## src/logic/img_pkg.sv

```systemverilog
`default_nettype none

package img_pkg;

    // pixel bus width, as on the sensor
    parameter int pixel_w = 12;

    // histogram bin index, taken from the top pixel bits
    parameter int bin_w = 4;

    // bin counters and frame counter
    parameter int count_w = 32;

    // blanking, in clk cycles
    // fv rise to first lv rise
    parameter int front_porch = 6;
    // lv low after every line
    parameter int line_gap = 6;
    // fv low between frames
    parameter int frame_gap = 6;

    // test pattern select
    typedef enum logic [1:0] {
        // inverted frame-local pixel index
        pat_counter = 2'd0,
        // column times 16
        pat_ramp    = 2'd1,
        // highlight on every 4th row and column, shadow elsewhere
        pat_checker = 2'd2
    } pattern_e;

    // receiver bus tracking
    typedef enum logic [1:0] {
        idle     = 2'd0,
        in_frame = 2'd1,
        in_line  = 2'd2
    } rx_state_e;

endpackage

`default_nettype wire

```

## src/logic/pix_if.sv

```systemverilog
`timescale 1ns/1ps
`default_nettype none

// pixel stream from frame receiver to histogram
// no back-pressure, one pixel per cycle at most
interface pix_if;

    // one cycle per pixel
    logic                        valid;
    logic [img_pkg::pixel_w-1:0] data;
    // first pixel of the frame, with valid
    logic                        sof;
    // last pixel of each line, with valid
    logic                        eol;
    // frame end strobe, valid low
    logic                        eof;

    // receiver side
    modport source (
        output valid,
        output data,
        output sof,
        output eol,
        output eof
    );

    // histogram side
    modport sink (
        input valid,
        input data,
        input sof,
        input eol,
        input eof
    );

endinterface

`default_nettype wire

```

## src/logic/img_source.sv

```systemverilog
`timescale 1ns/1ps
`default_nettype none

module img_source #(
    parameter int img_width  = 32,
    parameter int img_height = 8
) (
    input  wire logic                        clk,
    input  wire logic                        rst_n,
    input  wire logic                        enable,
    input  wire img_pkg::pattern_e           pattern,
    input  wire logic                        use_ext,
    input  wire logic                        ext_fv,
    input  wire logic                        ext_lv,
    input  wire logic [img_pkg::pixel_w-1:0] ext_d,
    output logic                             fv,
    output logic                             lv,
    output logic      [img_pkg::pixel_w-1:0] d
);

    localparam int pw = img_pkg::pixel_w;

    // last values of the pattern counters
    localparam logic [pw-1:0] last_col = pw'(img_width - 1);
    localparam logic [pw-1:0] last_row = pw'(img_height - 1);

    // blanking counter end values
    localparam logic [7:0] fp_last = 8'(img_pkg::front_porch - 1);
    localparam logic [7:0] lg_last = 8'(img_pkg::line_gap - 1);
    localparam logic [7:0] fg_last = 8'(img_pkg::frame_gap - 1);

    typedef enum logic [2:0] {
        s_idle  = 3'd0,
        s_porch = 3'd1,
        s_line  = 3'd2,
        s_gap   = 3'd3,
        s_fgap  = 3'd4
    } src_state_e;

    src_state_e        state;
    logic [7:0]        cnt;
    logic [pw-1:0]     row;
    logic [pw-1:0]     col;
    // frame-local pixel index, only its low bits matter
    logic [pw-1:0]     idx;
    img_pkg::pattern_e pat_q;
    logic              start;

    logic              gen_fv;
    logic              gen_lv;
    logic [pw-1:0]     gen_d;
    logic [pw-1:0]     pat_val;

    // registered external bus, same latency as the generator
    logic              ext_fv_q;
    logic              ext_lv_q;
    logic [pw-1:0]     ext_d_q;

    // new frame from idle, or straight out of the frame gap
    assign start = enable &
                   ((state == s_idle) | ((state == s_fgap) & (cnt == fg_last)));

    always_ff @(posedge clk or negedge rst_n) begin
        if (!rst_n) begin
            state <= s_idle;
            cnt   <= '0;
            row   <= '0;
            col   <= '0;
            idx   <= '0;
            pat_q <= img_pkg::pat_counter;
        end else if (start) begin
            // pattern is fixed for the whole frame
            state <= s_porch;
            cnt   <= '0;
            row   <= '0;
            col   <= '0;
            idx   <= '0;
            pat_q <= pattern;
        end else begin
            case (state)
                s_porch: begin
                    if (cnt == fp_last) begin
                        state <= s_line;
                        cnt   <= '0;
                    end else begin
                        cnt <= cnt + 1'b1;
                    end
                end
                s_line: begin
                    // one pixel per cycle
                    idx <= idx + 1'b1;
                    if (col == last_col) begin
                        col   <= '0;
                        state <= s_gap;
                    end else begin
                        col <= col + 1'b1;
                    end
                end
                s_gap: begin
                    if (cnt == lg_last) begin
                        cnt <= '0;
                        // last gap ends the frame
                        if (row == last_row) begin
                            state <= s_fgap;
                        end else begin
                            row   <= row + 1'b1;
                            state <= s_line;
                        end
                    end else begin
                        cnt <= cnt + 1'b1;
                    end
                end
                s_fgap: begin
                    if (cnt == fg_last) begin
                        state <= s_idle;
                        cnt   <= '0;
                    end else begin
                        cnt <= cnt + 1'b1;
                    end
                end
                default: begin
                    state <= s_idle;
                end
            endcase
        end
    end

    // pattern value for the current row/col
    always_comb begin
        case (pat_q)
            img_pkg::pat_ramp: begin
                pat_val = {col[pw-5:0], 4'b0000};
            end
            img_pkg::pat_checker: begin
                pat_val = ((row[1:0] == 2'b00) && (col[1:0] == 2'b00)) ? '1 : '0;
            end
            default: begin
                pat_val = ~idx;
            end
        endcase
    end

    // fv spans porch, lines and line gaps
    assign gen_fv = (state == s_porch) | (state == s_line) | (state == s_gap);
    assign gen_lv = (state == s_line);
    // data parked at zero during blanking
    assign gen_d  = gen_lv ? pat_val : '0;

    always_ff @(posedge clk or negedge rst_n) begin
        if (!rst_n) begin
            ext_fv_q <= 1'b0;
            ext_lv_q <= 1'b0;
        end else begin
            ext_fv_q <= ext_fv;
            ext_lv_q <= ext_lv;
        end
    end

    always_ff @(posedge clk) begin
        ext_d_q <= ext_d;
    end

    // bus select
    assign fv = use_ext ? ext_fv_q : gen_fv;
    assign lv = use_ext ? ext_lv_q : gen_lv;
    assign d  = use_ext ? ext_d_q  : gen_d;

endmodule

`default_nettype wire

```

## src/logic/img_frame_rx.sv

```systemverilog
`timescale 1ns/1ps
`default_nettype none

module img_frame_rx #(
    parameter int img_width  = 32,
    parameter int img_height = 8
) (
    input  wire logic                        clk,
    input  wire logic                        rst_n,
    input  wire logic                        fv,
    input  wire logic                        lv,
    input  wire logic [img_pkg::pixel_w-1:0] d,
    pix_if.source                            pix,
    output logic      [img_pkg::count_w-1:0] frame_count,
    output logic                             geom_err
);

    localparam int cw = img_pkg::count_w;

    // expected geometry
    localparam logic [cw-1:0] exp_cols = cw'(img_width);
    localparam logic [cw-1:0] exp_rows = cw'(img_height);

    img_pkg::rx_state_e          state;
    logic                        bus_line;
    logic                        line_end;
    logic                        frame_end;
    logic [cw-1:0]               col_cnt;
    logic [cw-1:0]               row_cnt;
    logic [cw-1:0]               rows_now;
    logic                        line_bad;
    logic                        line_bad_now;

    // bus register stage
    logic                        valid_q;
    logic                        sof_q;
    logic                        eof_q;
    logic [img_pkg::pixel_w-1:0] d_q;

    // lv only counts inside a frame
    assign bus_line  = fv & lv;
    assign line_end  = (state == img_pkg::in_line) & ~bus_line;
    assign frame_end = (state != img_pkg::idle) & ~fv;

    // include a line that closes together with the frame
    assign rows_now     = line_end ? row_cnt + 1'b1 : row_cnt;
    assign line_bad_now = line_bad | (line_end & (col_cnt != exp_cols));

    always_ff @(posedge clk or negedge rst_n) begin
        if (!rst_n) begin
            state <= img_pkg::idle;
        end else begin
            case (state)
                img_pkg::idle: begin
                    if (bus_line) begin
                        state <= img_pkg::in_line;
                    end else if (fv) begin
                        state <= img_pkg::in_frame;
                    end
                end
                img_pkg::in_frame: begin
                    if (!fv) begin
                        state <= img_pkg::idle;
                    end else if (lv) begin
                        state <= img_pkg::in_line;
                    end
                end
                img_pkg::in_line: begin
                    if (!fv) begin
                        state <= img_pkg::idle;
                    end else if (!lv) begin
                        state <= img_pkg::in_frame;
                    end
                end
                default: begin
                    state <= img_pkg::idle;
                end
            endcase
        end
    end

    // geometry counters and frame end checks
    always_ff @(posedge clk or negedge rst_n) begin
        if (!rst_n) begin
            col_cnt     <= '0;
            row_cnt     <= '0;
            line_bad    <= 1'b0;
            frame_count <= '0;
            geom_err    <= 1'b0;
        end else if (frame_end) begin
            col_cnt     <= '0;
            row_cnt     <= '0;
            line_bad    <= 1'b0;
            frame_count <= frame_count + 1'b1;
            // sticky until reset
            if (line_bad_now || (rows_now != exp_rows)) begin
                geom_err <= 1'b1;
            end
        end else if (bus_line) begin
            col_cnt <= col_cnt + 1'b1;
        end else if (line_end) begin
            col_cnt  <= '0;
            row_cnt  <= rows_now;
            line_bad <= line_bad_now;
        end
    end

    always_ff @(posedge clk or negedge rst_n) begin
        if (!rst_n) begin
            valid_q <= 1'b0;
            sof_q   <= 1'b0;
            eof_q   <= 1'b0;
        end else begin
            valid_q <= bus_line;
            // first pixel of the first line
            sof_q   <= bus_line & (state != img_pkg::in_line) & (row_cnt == '0);
            // cycle after fv seen low
            eof_q   <= frame_end;
        end
    end

    always_ff @(posedge clk) begin
        d_q <= d;
    end

    assign pix.valid = valid_q;
    assign pix.data  = d_q;
    assign pix.sof   = sof_q;
    // registered pixel is the last one when the bus has left the line
    assign pix.eol   = valid_q & ~bus_line;
    assign pix.eof   = eof_q;

endmodule

`default_nettype wire

```

## src/logic/img_histogram.sv

```systemverilog
`timescale 1ns/1ps
`default_nettype none

module img_histogram (
    input  wire logic                        clk,
    input  wire logic                        rst_n,
    pix_if.sink                              pix,
    input  wire logic [img_pkg::bin_w-1:0]   bin_sel,
    output logic      [img_pkg::count_w-1:0] bin_count,
    output logic                             frame_done
);

    localparam int cw    = img_pkg::count_w;
    localparam int bw    = img_pkg::bin_w;
    localparam int pw    = img_pkg::pixel_w;
    localparam int nbins = 2 ** bw;

    // bins of the frame in progress
    logic [cw-1:0] work [nbins];
    // bins of the last finished frame
    logic [cw-1:0] held [nbins];
    logic [bw-1:0] pix_bin;

    // brightness bin from the top pixel bits
    assign pix_bin = pix.data[pw-1 -: bw];

    always_ff @(posedge clk or negedge rst_n) begin
        if (!rst_n) begin
            for (int i = 0; i < nbins; i++) begin
                work[i] <= '0;
            end
        end else if (pix.sof) begin
            // fresh frame, sof pixel counts as the first hit
            for (int i = 0; i < nbins; i++) begin
                work[i] <= '0;
            end
            if (pix.valid) begin
                work[pix_bin] <= cw'(1);
            end
        end else if (pix.valid) begin
            work[pix_bin] <= work[pix_bin] + 1'b1;
        end
    end

    // snapshot at frame end
    always_ff @(posedge clk or negedge rst_n) begin
        if (!rst_n) begin
            for (int i = 0; i < nbins; i++) begin
                held[i] <= '0;
            end
        end else if (pix.eof) begin
            for (int i = 0; i < nbins; i++) begin
                held[i] <= work[i];
            end
        end
    end

    always_ff @(posedge clk or negedge rst_n) begin
        if (!rst_n) begin
            frame_done <= 1'b0;
            bin_count  <= '0;
        end else begin
            // lines up with the new held bank
            frame_done <= pix.eof;
            // registered readout, one cycle after bin_sel
            bin_count  <= held[bin_sel];
        end
    end

endmodule

`default_nettype wire

```

## src/logic/img_capture_top.sv

```systemverilog
`timescale 1ns/1ps
`default_nettype none

module img_capture_top #(
    parameter int img_width  = 32,
    parameter int img_height = 8
) (
    input  wire logic                        clk,
    input  wire logic                        rst_n,
    input  wire logic                        enable,
    input  wire img_pkg::pattern_e           pattern,
    input  wire logic                        use_ext,
    input  wire logic                        ext_fv,
    input  wire logic                        ext_lv,
    input  wire logic [img_pkg::pixel_w-1:0] ext_d,
    input  wire logic [img_pkg::bin_w-1:0]   bin_sel,
    output logic                             fv,
    output logic                             lv,
    output logic      [img_pkg::pixel_w-1:0] d,
    output logic      [img_pkg::count_w-1:0] frame_count,
    output logic                             geom_err,
    output logic      [img_pkg::count_w-1:0] bin_count,
    output logic                             frame_done
);

    // receiver to histogram
    pix_if pix ();

    // sensor model, or external bus pass-through
    img_source #(
        .img_width  (img_width),
        .img_height (img_height)
    ) u_source (
        .clk     (clk),
        .rst_n   (rst_n),
        .enable  (enable),
        .pattern (pattern),
        .use_ext (use_ext),
        .ext_fv  (ext_fv),
        .ext_lv  (ext_lv),
        .ext_d   (ext_d),
        .fv      (fv),
        .lv      (lv),
        .d       (d)
    );

    img_frame_rx #(
        .img_width  (img_width),
        .img_height (img_height)
    ) u_frame_rx (
        .clk         (clk),
        .rst_n       (rst_n),
        .fv          (fv),
        .lv          (lv),
        .d           (d),
        .pix         (pix.source),
        .frame_count (frame_count),
        .geom_err    (geom_err)
    );

    img_histogram u_histogram (
        .clk        (clk),
        .rst_n      (rst_n),
        .pix        (pix.sink),
        .bin_sel    (bin_sel),
        .bin_count  (bin_count),
        .frame_done (frame_done)
    );

endmodule

`default_nettype wire

```

## config.mk

```make
export PLATFORM = sky130hd
export DESIGN_NAME = img_capture_top
export DESIGN_NICKNAME = d
export VERILOG_FILES = /design/src/logic/img_pkg.sv /design/src/logic/pix_if.sv /design/src/logic/img_source.sv /design/src/logic/img_frame_rx.sv /design/src/logic/img_histogram.sv /design/src/logic/img_capture_top.sv
export SDC_FILE = /design/constraint.sdc
export NUM_CORES = 2
export LEC_CHECK = 0
export BUFFER_PORTS_ARGS = -buffer_cell sky130_fd_sc_hd__buf_4
export CORE_ASPECT_RATIO = 1.4
export CORE_UTILIZATION = 30
export CTS_CLUSTER_SIZE = 20
export DETAILED_ROUTE_END_ITERATION = 10
export GPL_ROUTABILITY_DRIVEN = 0
export SLEW_MARGIN = 15
export SYNTH_ARGS = -nofsm -noshare
export SYNTH_HDL_FRONTEND = slang
export SYNTH_SLANG_ARGS = --single-unit
```

## constraint.sdc

```tcl
create_clock -name clk -period 10.35 [get_ports clk]
set_input_delay 1.5525 -clock clk [delete_from_list [all_inputs] [get_ports clk]]
set_output_delay 1.5525 -clock clk [all_outputs]
set_load 0.05 [all_outputs]
```

==> results.txt <==
The post-synthesis share of cell area spent on full adders, half adders and majority gates is 0.00336. At the end of the flow the core is filled with cells to 0.339. The sum of negative setup slack came out at 0 ns. The worst pin sits at a relative slew slack of 0.193. The path class of the tightest hold or removal check is flip-flop to flip-flop.

For this design the static power due to leakage is 27.7 nW. The clock transition at the register clock pins on the worst setup and hold paths after CTS is 0.06 ns. The mean instance size in the synthesized netlist came out at 12.5 µm². The setup slack after placement came out at 3.97 ns. The sequential-to-total area share from yosys stat is 0.548. The shortest clock period the worst path allows after layout came out at 6.24 ns. The number of nets in the layout came out at 4,435. The power density of the placed cells is 177 nW/µm². The number of synthesized flops with an enable pin came out at 0. The arrival time reported for the critical path endpoint is 6.80 ns. The overall global routing resource usage is 0.162. The share of the clock period used by the worst path is 0.602. By area, the combinational part of the netlist is dominated by multiplexers. The total die area is 188,000 µm². The flip-flop and latch count after synthesis came out at 1,227. Counting cells, the worst reg-to-reg path comes to 11. The clock latency of the later-clocked register in the worst-skew pair came out at 0.76 ns. The synthesized instance count is 4,467. Global routing finished with a remaining overflow of 0. The wire length of the first global-routing pass came out at 239 mm. The total via count after detailed routing came out at 36,900.

Setup repair after global routing left no endpoint under its margin. VDD sags by at most 0.000142 V. The detailed-router iteration count before antenna repair came out at 5.

The detail-routed via count per cell is 5.31. The die is 513 µm tall. Of the post-synthesis cell area, the part taken by muxes is 0.222. The final setup violation count came out at 0. The fmax is 160 MHz. The number of nets in the synthesized netlist is 4,506. The library cell used most frequently in the layout, excluding fill and tap cells, is sky130_fd_sc_hd__dfrtp_1. The total of hold buffers inserted after clock tree synthesis is 0. The number of primary I/O pins is 104. The post-synthesis xor/xnor area fraction is 0.0184.

The maximum clock insertion buffer count came out at 3. The startpoint identified for the worst hold timing path is u_frame_rx.frame_count[31]. Of all nets on the critical path, the largest fanout is 51. STA classifies the critical path endpoint as a flip-flop. The post-synthesis instance area came out at 55,900 µm².

The detailed router finished its first iteration with 2,661 violations. After filler insertion, the fill cell instance count of the layout stands at 18,300. Summed over all nets, the half-perimeter wirelength after detailed placement is 90.3 mm. The via count of the first global-routing pass is 38,000. In this run the critical register-to-register path is launched from u_frame_rx.pix.data[8]. The die span in x came out at 367 µm. The setup skew after layout is 0.0536 ns. The flow ran to the end, and the final reports show no timing, DRC or antenna violations. The cell sitting at the root of the clock tree is a sky130_fd_sc_hd__clkbuf_16.

The maximum number of pins on one net before global-route repair came out at 188. Setup slack on the worst reg-to-reg path comes out at 4.11 ns. The fraction of final layout cells sized beyond drive strength 1 is 0.277. The H-tree depth came out at 3. The number of hold violations in the final report came out at 0. The total wire length is 153 mm. The initial utilization of the core area, before any placement, comes to 0.302. Max-cap violations in this run came to 0. The number of cells upsized or downsized after cts is 0. The core area is 185,000 µm². The count of nets left with antenna violations once routing finished came out at 0. The clock net sink count is 1,227. The number of buffers created by CTS came out at 112. The number of port buffers came out at 103. Dividing the detail-routed wire length by the instance count gives 22.1 µm. Data on the critical path is required at its endpoint by 10.92 ns. The simple-gate share of the synthesized area came out at 0.0670. After detailed routing, the number of remaining DRC violations is 0.

The count of warnings emitted by yosys came out at 0. STA classifies the critical path startpoint as a flip-flop. The worst setup path is of the flip-flop to flip-flop kind.

The post-CTS setup buffer count came out at 0. The number of stages on the worst hold path is 1. The most used flip-flop cell after synthesis is sky130_fd_sc_hd__dfrtp_1. The number of antenna violations at the first check in global routing is 5. The post-synthesis async set-or-reset flop share came out at 0.987. The number of placement rows came out at 187. The destination of the worst register-to-register timing path is u_histogram.work[348]. The area growth from synthesis to layout is 12.4%. The final-report max-slew violation count is 0.

Setup slack on the critical path of the routed design comes to 4.11 ns. For the pin with the worst max-slew slack, the measured transition is 1.21 ns. TritonCTS built the clock tree. The unique cell type count in the Yosys netlist is 84. The compound-gate portion of the synthesized area came out at 0.111. The worst hold path terminates at u_frame_rx.frame_count[31]. Leaving out fill and tap cells, the most frequent cells in the layout are sky130_fd_sc_hd__dfrtp_1, sky130_fd_sc_hd__mux2_2, sky130_fd_sc_hd__o21ai_0.
routing by layer:
layer  routed length (µm)  up-vias  part of all wire  GRT usage
met4                 4800        0             0.031     0.0541
li1                     -    16300                 -          -
met2                77500      913              0.50      0.280
met1                64300    19400              0.42      0.208
met3                 6860      256             0.045     0.0226
met5                    0        -                 0          0
synth_stat cells (16+ instances only):
library cell	instances	area, µm²
sky130_fd_sc_hd__clkbuf_1	301	1130
sky130_fd_sc_hd__nor3_1	40	200
sky130_fd_sc_hd__nor4_1	20	125
sky130_fd_sc_hd__a22oi_1	46	345
sky130_fd_sc_hd__nand4_1	45	282
sky130_fd_sc_hd__a21oi_2	20	175
sky130_fd_sc_hd__o21ai_0	443	2220
sky130_fd_sc_hd__xor2_1	59	517
sky130_fd_sc_hd__nand3_1	87	435
sky130_fd_sc_hd__nand2_1	183	687
sky130_fd_sc_hd__dfxtp_1	16	320
sky130_fd_sc_hd__a21oi_1	375	1880
sky130_fd_sc_hd__nor2_1	323	1210
sky130_fd_sc_hd__dfrtp_1	1211	30300
sky130_fd_sc_hd__inv_1	28	105
sky130_fd_sc_hd__xnor2_1	49	429
sky130_fd_sc_hd__buf_2	32	160
sky130_fd_sc_hd__mux4_2	285	6420
sky130_fd_sc_hd__and3_1	30	188
sky130_fd_sc_hd__mux2_2	512	5770
sky130_fd_sc_hd__a211oi_1	104	781
sky130_fd_sc_hd__a31oi_1	30	188
how the worst max path moves through the flow:
stage	from	end	slack, ns	cells after the start
after floorplan	use_ext	lv	5.91	2
final	u_frame_rx.pix.data[8]	u_histogram.work[348]	4.11	11
after global routing	u_frame_rx.pix.data[8]	u_histogram.work[348]	3.76	11
after CTS	u_frame_rx.pix.data[8]	u_histogram.work[314]	4.04	11
after global placement	u_frame_rx.pix.data[8]	u_histogram.work[122]	4.05	11
after detailed placement	u_frame_rx.pix.data[8]	u_histogram.work[314]	3.97	11
where the power goes:
group	switching (mW)	internal (mW)	leakage, nW
combinational	0.760	0.600	9.27
sequential	0.263	5.16	16.6
clock	1.91	2.42	1.89
total	2.94	8.19	27.7
worst max-delay path: stages (launching register included):
cell and delay [ns]:
sky130_fd_sc_hd__dfxtp_4 0.81, sky130_fd_sc_hd__buf_4 0.63, sky130_fd_sc_hd__buf_4 0.90, sky130_fd_sc_hd__mux4_2 0.37, sky130_fd_sc_hd__a22oi_1 0.09, sky130_fd_sc_hd__nand2_1 0.25, sky130_fd_sc_hd__nand4_2 0.30, sky130_fd_sc_hd__nor4b_2 0.94
sky130_fd_sc_hd__and4_1 0.48, sky130_fd_sc_hd__nand3_1 0.14, sky130_fd_sc_hd__xor2_1 0.94, sky130_fd_sc_hd__a21oi_1 0.18
cell families (layout without fill, tap and decap cells):
kind of cell	Yosys count	in the layout
other	0	1
adder cells (fa/ha/maj)	15	15
AO/OA/AOI/OAI	1095	1095
AND/OR/NAND/NOR	806	806
buffers and inverters	403	426
flip-flops	1227	1227
XOR/XNOR	113	113
multiplexers	808	808
metrics by stage:
step	power, mW	instances	hold slack (ns)	area (µm²)
2_1_floorplan	6.38	4467	0.352	55900
3_5_place_dp	6.88	6739	0.466	59000
5_1_grt	11.6	6948	0.498	62900
6_report	11.1	6948	0.476	62900
4_1_cts	11.2	6947	0.479	62800
3_3_place_gp	6.84	6739	0.472	59000
area by class of cell:
| cell class | count | area [µm²] | area share |
|---|---|---|---|
| Clock inverter | 37 | 529 | 0.00842 |
| Antenna cell | 1 | 2.50 | 0.0000398 |
| Inverter | 29 | 116 | 0.00185 |
| Multi-Input combinational cell | 2837 | 23700 | 0.378 |
| Timing Repair Buffer | 189 | 1460 | 0.0231 |
| Sequential cell | 1227 | 30600 | 0.487 |
| Tap cell | 2457 | 3070 | 0.0489 |
| Clock buffer | 171 | 3320 | 0.0527 |
sequential cells by signal, summed over array words and instances (netlist names), 2 cells and up:
signal	cells
u_frame_rx.frame_count	32
u_frame_rx.row_cnt	32
u_source.col	12
u_source.pat_q	2
u_source.row	12
u_frame_rx.pix.data	4
u_source.idx	12
u_frame_rx.state	2
u_source.ext_d_q	12
u_source.cnt	8
u_source.state	3
u_frame_rx.col_cnt	32
u_histogram.work	512
u_histogram.bin_count	32
u_histogram.held	512
Note: power is estimated with default switching activity, not from simulation.
